===== config.mk =====
export PLATFORM = sky130hd
export DESIGN_NAME = alu_regs_top
export DESIGN_NICKNAME = d
export VERILOG_FILES = /design/src/alu_regs_pkg.sv /design/src/alu_regs_top.sv /design/src/reg_bank.sv /design/src/alu_core.sv /design/src/instr_decoder.sv
export SDC_FILE = /design/constraint.sdc
export NUM_CORES = 1
export LEC_CHECK = 0
export ABC_AREA = 1
export BUFFER_PORTS_ARGS = -buffer_cell sky130_fd_sc_hd__buf_2
export CORE_MARGIN = 2
export CORE_UTILIZATION = 44
export CTS_CLUSTER_DIAMETER = 40
export DETAILED_ROUTE_END_ITERATION = 8
export SYNTH_ARGS = -nofsm -noshare
export SYNTH_HDL_FRONTEND = slang
export SYNTH_SLANG_ARGS = --single-unit

===== constraint.sdc =====
create_clock -name clk -period 5.1 [get_ports clk]
set_input_delay 1.02 -clock clk [delete_from_list [all_inputs] [get_ports clk]]
set_output_delay 1.02 -clock clk [all_outputs]
set_load 0.05 [all_outputs]

===== src/alu_regs_pkg.sv =====
package alu_regs_pkg;

    ////////////////////////////////////////
    // Widths
    ////////////////////////////////////////
    localparam int DATA_W   = 8;
    localparam int NUM_REGS = 4;

    // Instruction opcodes, gaps are illegal
    typedef enum logic [3:0] {
        save_op  = 4'd1,
        save_reg = 4'd2,
        sum_op   = 4'd3,
        sum_reg  = 4'd4,
        sub_op   = 4'd5,
        sub_reg  = 4'd6,
        mul_op   = 4'd7,
        mul_reg  = 4'd8,
        shift_r  = 4'd11,
        shift_l  = 4'd12
    } opcode_e;

    // One-hot register selects as seen in the instruction
    typedef enum logic [7:0] {
        ra = 8'b0000_0001,
        rb = 8'b0000_0010,
        rc = 8'b0000_0100,
        rd = 8'b0000_1000
    } reg_flag_e;

    typedef logic [1:0] reg_idx_t;

    localparam reg_idx_t IDX_RA = 2'd0;
    localparam reg_idx_t IDX_RB = 2'd1;
    localparam reg_idx_t IDX_RC = 2'd2;
    localparam reg_idx_t IDX_RD = 2'd3;

    typedef enum logic [2:0] {
        move,
        add,
        sub,
        mul,
        shr,
        shl
    } alu_func_e;

    ////////////////////////////////////////
    // Structs
    ////////////////////////////////////////
    typedef struct packed {
        opcode_e           opcode;
        logic [DATA_W-1:0] dst;
        logic [DATA_W-1:0] operand;
    } instr_t;

    typedef struct packed {
        alu_func_e         func;
        reg_idx_t          dst;
        reg_idx_t          src;
        logic              use_reg;  // Operand B from src register
        logic [DATA_W-1:0] operand;
    } ctrl_t;

    typedef struct packed {
        logic sf;
        logic zf;
    } flags_t;

    typedef logic [NUM_REGS-1:0][DATA_W-1:0] reg_file_t;

    typedef struct packed {
        logic              we;
        logic              pair;     // Multiply, lo to ra and hi to rd
        reg_idx_t          dst;
        logic [DATA_W-1:0] lo;
        logic [DATA_W-1:0] hi;
        flags_t            flags;
    } wb_t;

endpackage

===== src/alu_regs_top.sv =====
`timescale 1ns/1ns

module alu_regs_top import alu_regs_pkg::*; (
    input  logic      clk,
    input  logic      rst_n,
    input  logic      in_valid,
    input  instr_t    instr,
    output reg_file_t regs,
    output flags_t    flags,
    output logic      done
);

    ctrl_t ctrl;
    logic  ctrl_valid;
    wb_t   wb;

    ////////////////////////////////////////
    // Decode stage
    ////////////////////////////////////////
    instr_decoder u_decoder (
        .clk        (clk),
        .rst_n      (rst_n),
        .in_valid   (in_valid),
        .instr      (instr),
        .ctrl       (ctrl),
        .ctrl_valid (ctrl_valid)
    );

    ////////////////////////////////////////
    // Execute and write-back
    ////////////////////////////////////////
    alu_core u_alu (
        .ctrl       (ctrl),
        .ctrl_valid (ctrl_valid),
        .regs       (regs),
        .wb         (wb)
    );

    reg_bank u_regs (
        .clk   (clk),
        .rst_n (rst_n),
        .wb    (wb),
        .regs  (regs),
        .flags (flags),
        .done  (done)
    );

endmodule


===== src/reg_bank.sv =====
`timescale 1ns/1ns

module reg_bank import alu_regs_pkg::*; (
    input  logic      clk,
    input  logic      rst_n,
    input  wb_t       wb,
    output reg_file_t regs,
    output flags_t    flags,
    output logic      done
);

    ////////////////////////////////////////
    // Register file write-back
    ////////////////////////////////////////
    always_ff @(posedge clk) begin
        if (!rst_n) begin
            regs <= '0;
        end else if (wb.we) begin
            if (wb.pair) begin
                regs[IDX_RA] <= wb.lo;  // Low byte
                regs[IDX_RD] <= wb.hi;  // High byte
            end else begin
                regs[wb.dst] <= wb.lo;
            end
        end
    end

    // Flags follow every executed instruction
    always_ff @(posedge clk) begin
        if (!rst_n) begin
            flags <= '0;
        end else if (wb.we) begin
            flags <= wb.flags;
        end
    end

    always_ff @(posedge clk) begin
        if (!rst_n) begin
            done <= 1'b0;
        end else begin
            done <= wb.we;  // One pulse per write-back
        end
    end

endmodule


===== src/alu_core.sv =====
`timescale 1ns/1ns

module alu_core import alu_regs_pkg::*; (
    input  ctrl_t     ctrl,
    input  logic      ctrl_valid,
    input  reg_file_t regs,
    output wb_t       wb
);

    logic [DATA_W-1:0]   op_a;
    logic [DATA_W-1:0]   op_b;
    logic [2*DATA_W-1:0] prod;
    logic [DATA_W-1:0]   res;
    logic                is_mul;
    flags_t              flags;

    ////////////////////////////////////////
    // Operands
    ////////////////////////////////////////
    assign op_a = regs[ctrl.dst];
    assign op_b = ctrl.use_reg ? regs[ctrl.src] : ctrl.operand;

    assign prod   = op_a * op_b;  // Full 16-bit product
    assign is_mul = (ctrl.func == mul);

    ////////////////////////////////////////
    // Result select
    ////////////////////////////////////////
    always_comb begin
        case (ctrl.func)
            move: res = op_b;
            add:  res = op_a + op_b;  // Wraps mod 256
            sub:  res = op_a - op_b;
            mul:  res = prod[DATA_W-1:0];
            shr: begin
                if (op_b >= DATA_W) begin
                    res = '0;
                end else begin
                    res = op_a >> op_b[2:0];
                end
            end
            shl: begin
                if (op_b >= DATA_W) begin
                    res = '0;
                end else begin
                    res = op_a << op_b[2:0];
                end
            end
            default: res = op_a;
        endcase
    end

    // Multiply flags look at the whole product
    always_comb begin
        if (is_mul) begin
            flags.sf = prod[2*DATA_W-1];
            flags.zf = (prod == '0);
        end else begin
            flags.sf = res[DATA_W-1];
            flags.zf = (res == '0);
        end
    end

    assign wb.we    = ctrl_valid;
    assign wb.pair  = is_mul;
    assign wb.dst   = ctrl.dst;
    assign wb.lo    = res;
    assign wb.hi    = prod[2*DATA_W-1:DATA_W];  // Only used on pair writes
    assign wb.flags = flags;

endmodule


===== src/instr_decoder.sv =====
`timescale 1ns/1ns

module instr_decoder import alu_regs_pkg::*; (
    input  logic   clk,
    input  logic   rst_n,
    input  logic   in_valid,
    input  instr_t instr,
    output ctrl_t  ctrl,
    output logic   ctrl_valid
);

    // Returns {valid, index} for a one-hot select
    function automatic logic [2:0] sel_to_idx(input logic [DATA_W-1:0] sel);
        case (sel)
            ra:      sel_to_idx = {1'b1, IDX_RA};
            rb:      sel_to_idx = {1'b1, IDX_RB};
            rc:      sel_to_idx = {1'b1, IDX_RC};
            rd:      sel_to_idx = {1'b1, IDX_RD};
            default: sel_to_idx = {1'b0, IDX_RA};
        endcase
    endfunction

    alu_func_e func;
    logic      use_reg;
    logic      op_ok;
    logic [2:0] dst_dec;
    logic [2:0] src_dec;
    logic      legal;
    ctrl_t     ctrl_d;

    ////////////////////////////////////////
    // Opcode decode
    ////////////////////////////////////////
    always_comb begin
        func    = move;
        use_reg = 1'b0;
        op_ok   = 1'b1;
        case (instr.opcode)
            save_op:  func = move;
            save_reg: begin func = move; use_reg = 1'b1; end
            sum_op:   func = add;
            sum_reg:  begin func = add;  use_reg = 1'b1; end
            sub_op:   func = sub;
            sub_reg:  begin func = sub;  use_reg = 1'b1; end
            mul_op:   func = mul;
            mul_reg:  begin func = mul;  use_reg = 1'b1; end
            shift_r:  func = shr;        // Count is always immediate
            shift_l:  func = shl;
            default:  op_ok = 1'b0;
        endcase
    end

    assign dst_dec = sel_to_idx(instr.dst);
    assign src_dec = sel_to_idx(instr.operand);

    // Bad source only matters for register forms
    assign legal = in_valid && op_ok && dst_dec[2] && (!use_reg || src_dec[2]);

    assign ctrl_d = '{func:    func,
                      dst:     dst_dec[1:0],
                      src:     src_dec[1:0],
                      use_reg: use_reg,
                      operand: instr.operand};

    always_ff @(posedge clk) begin
        if (!rst_n) begin
            ctrl_valid <= 1'b0;
        end else begin
            ctrl_valid <= legal;
        end
    end

    always_ff @(posedge clk) begin
        if (legal) begin
            ctrl <= ctrl_d;
        end
    end

endmodule


==> run summary <==
Synth warnings: 0
Vias in the first global route: 6,193
Initial antenna violation count: 0
Initial Util: 0.452
Rows: 43
Post-Syn Instances: 921
Io pins: 58
Initial DRC Count: 573
GRT Residual Overflow: 0
Share of layout cells above drive strength 1: 0.310
Routed Antenna Nets: 0
Placement Setup Slack: -0.152 ns
Min-delay worst type: reg -> reg
Syn Nets: 1,027
Detail Placement HPWL: 16.8 mm
Register area share after synthesis: 0.190
Vias: 6,616
Slew Limit Headroom: 0.220
Max Cap Viol: 0
TritonCTS clock tree: built
Core area: 14,000 um^2
Crit Path Class: reg -> reg
Final period util: 0.991
First-pass GRT wire length: 32.1 mm
Syn_area_per_cell: 6.87 um^2
Final net count: 1,186
CTS buffer count: 5
Worst slew pin tran: 1.16 ns
Layout Cells excl Fill: 1,261
Fin. max-slew vios: 0
Unrepaired setup endpoints after global routing: true
Area delta synth->final: 29.3%
Drt total wl: 20.7 mm
FF+latch count, synth: 52
Ant diodes: 0
Clk Latency, worst-skew pair: 0.30 ns
RePlAce Congestion: 0.952
Largest net degree at the start of global routing: 27
Worst EP arrival: 5.30 ns
Setup ws final: 0.0451 ns
Commonest cells after routing, fill and taps aside: nand2_1 (196), inv_1 (138), buf_4 (102), nor2_1 (60), buf_2 (57)
Die Span Y: 124 um
Htree depth: 2
VDD IR-drop max: 0.000122 V
Post-DP Area: 7450 um^2
Status: finished, final reports clean
Clk buf depth: 2
Total die area: 15,400 um^2
Crit path max fanout: 6
CTS clk-pin slew, worst paths: 0.07 ns
Finished Cell Area: 8190 um^2
Fmax achieved: 198 MHz
Total power per unit cell area: 111 nW/um^2
Worst setup EP type: flip-flop
Setup TNS Final: 0 ns
Clock root buffer: clkbuf_16
Mapped cell area: 6330 um^2
Tmin final: 5.05 ns
Wire per inst: 16.4 um
Die width: 124 um
CP required: 5.34 ns
Num Clock Sinks: 52
Port Buf Inserts: 57
Placed Cells: 1,231
Commonest non-fill, non-tap cell in the layout: nand2_1
Pwr Total: 0.908 mW
Number of flops mapped to enable cells by yosys: 16
# DRC: 0
Critical Path Start Type: flip-flop
Final Skew: 0.00410 ns
LEAKAGE: 4.23 nW
Drt first pass iters: 6
Total track usage: 0.274
Via density: 5.25
Endpoints failing hold: 0
Primary flip-flop cell chosen by synthesis mapping: dfxtp_1
FFs w/ async S/R, synth: 0
Finish-stage setup viols: 0
Count of cell types in the netlist: 56
power breakdown:
part | leakage, nW | switching, mW | internal (mW)
sequential | 0.420 | 0.000969 | 0.426
combinational | 3.73 | 0.0529 | 0.0346
clock | 0.0815 | 0.160 | 0.234
total | 4.23 | 0.214 | 0.695
worst max-delay path: stages, from the launching register on:
cell,delay (ns)
edfxtp_1,0.51
inv_2,0.16
nand2_1,0.08
nand3_1,0.09
nand2_2,0.08
o21ai_4,0.18
buf_6,0.16
nor2_2,0.04
fa_1,0.50
fa_1,0.51
fa_1,0.50
inv_1,0.06
fa_1,0.53
inv_1,0.06
ha_4,0.26
a21o_1,0.17
a21oi_2,0.12
inv_1,0.05
nand2_1,0.05
nand2_1,0.04
a31oi_1,0.17
xor2_1,0.15
inv_1,0.10
o211ai_1,0.20
o211ai_1,0.13
inv_1,0.07
cells in the mapped netlist (2+ instances only):
master	count	share of area
nor4_1	5	0.0049
o21bai_1	2	0.0024
nor2_4	6	0.011
or2_2	16	0.016
nand2_4	4	0.0071
inv_1	149	0.088
edfxtp_1	16	0.076
o21ai_1	4	0.0032
clkbuf_1	6	0.0036
o21ai_0	55	0.043
o211ai_1	9	0.011
nor2_2	9	0.0089
nand3_1	57	0.045
o31ai_1	2	0.0024
clkinv_1	2	0.0012
nor2_1	68	0.040
nand3b_1	2	0.0024
nor3_2	2	0.0032
xnor2_1	8	0.011
a31oi_1	12	0.012
nor3_1	11	0.0087
ha_1	46	0.091
nand2_2	19	0.019
fa_1	37	0.12
dfxtp_1	36	0.11
nand3_2	7	0.011
buf_6	4	0.0071
o21ai_2	3	0.0042
xor2_1	10	0.014
buf_4	4	0.0047
nand4_1	6	0.0059
a22oi_1	2	0.0024
and2_1	2	0.0020
buf_2	6	0.0047
inv_2	16	0.0095
nand2_1	209	0.12
a21oi_1	50	0.040
stage by stage:
step / util / hold WS (ns)
floorplan: - / 0.548
global placement: 0.533 / 0.546
detailed placement: 0.533 / 0.549
CTS: 0.564 / 0.562
global route: 0.585 / 0.591
finish: 0.585 / 0.561
kinds of logic (layout without fill, tap and decap cells):
logic type               after synthesis  after routing  synth area share
AND/OR/NAND/NOR                      429            429             0.319
buffers and inverters                188            348             0.120
AO/OA/AOI/OAI                        151            151             0.138
adder cells (fa/ha/maj)               83             83             0.208
flip-flops                            52             52             0.190
XOR/XNOR                              18             18            0.0249
what timing repair did:
action / 4_1_cts / 5_1_grt
buffers inserted: 15 / 7
pin swaps: 31 / 42
cloned: 0 / 0
hold buffers: 0 / 0
setup endpoints to repair: 11 / 17
resized for setup: 37 / 67
area by class of cell:
| class | instances | area (um^2) |
|---|---|---|
| Fill cell | 1373 | 5800 |
| Multi-Input combinational cell | 681 | 4710 |
| Timing Repair Buffer | 172 | 1220 |
| Sequential cell | 52 | 1200 |
| Inverter | 168 | 653 |
| Tap cell | 180 | 225 |
| Clock buffer | 6 | 129 |
| Clock inverter | 2 | 38.8 |
layer usage:
layer  track usage  vias to the layer above  part of all wire
li1              -                     3276                 -
met1         0.394                     3071              0.45
met2         0.433                      240              0.46
met3        0.0421                       29             0.071
met4        0.0688                        0             0.020
met5             0                        -                 0
worst paths after layout:
path / from / end / slack (ns) / depth (start not counted)
max: u_decoder.ctrl[9] / u_regs.regs[30] / 0.05 / 25
min: u_regs.regs[21] / u_regs.regs[21] / 0.56 / 2
max reg2reg: u_decoder.ctrl[9] / u_regs.regs[30] / 0.05 / 25
min reg2reg: u_regs.regs[21] / u_regs.regs[21] / 0.56 / 2
registers in the layout, summed over array words and instances, names as in the netlist:
register / flops
u_decoder.ctrl_valid: 1
u_decoder.ctrl: 16
u_regs.regs: 32
u_regs.flags: 2
u_regs.done: 1
No activity file was read; power rests on OpenSTA's default activity.
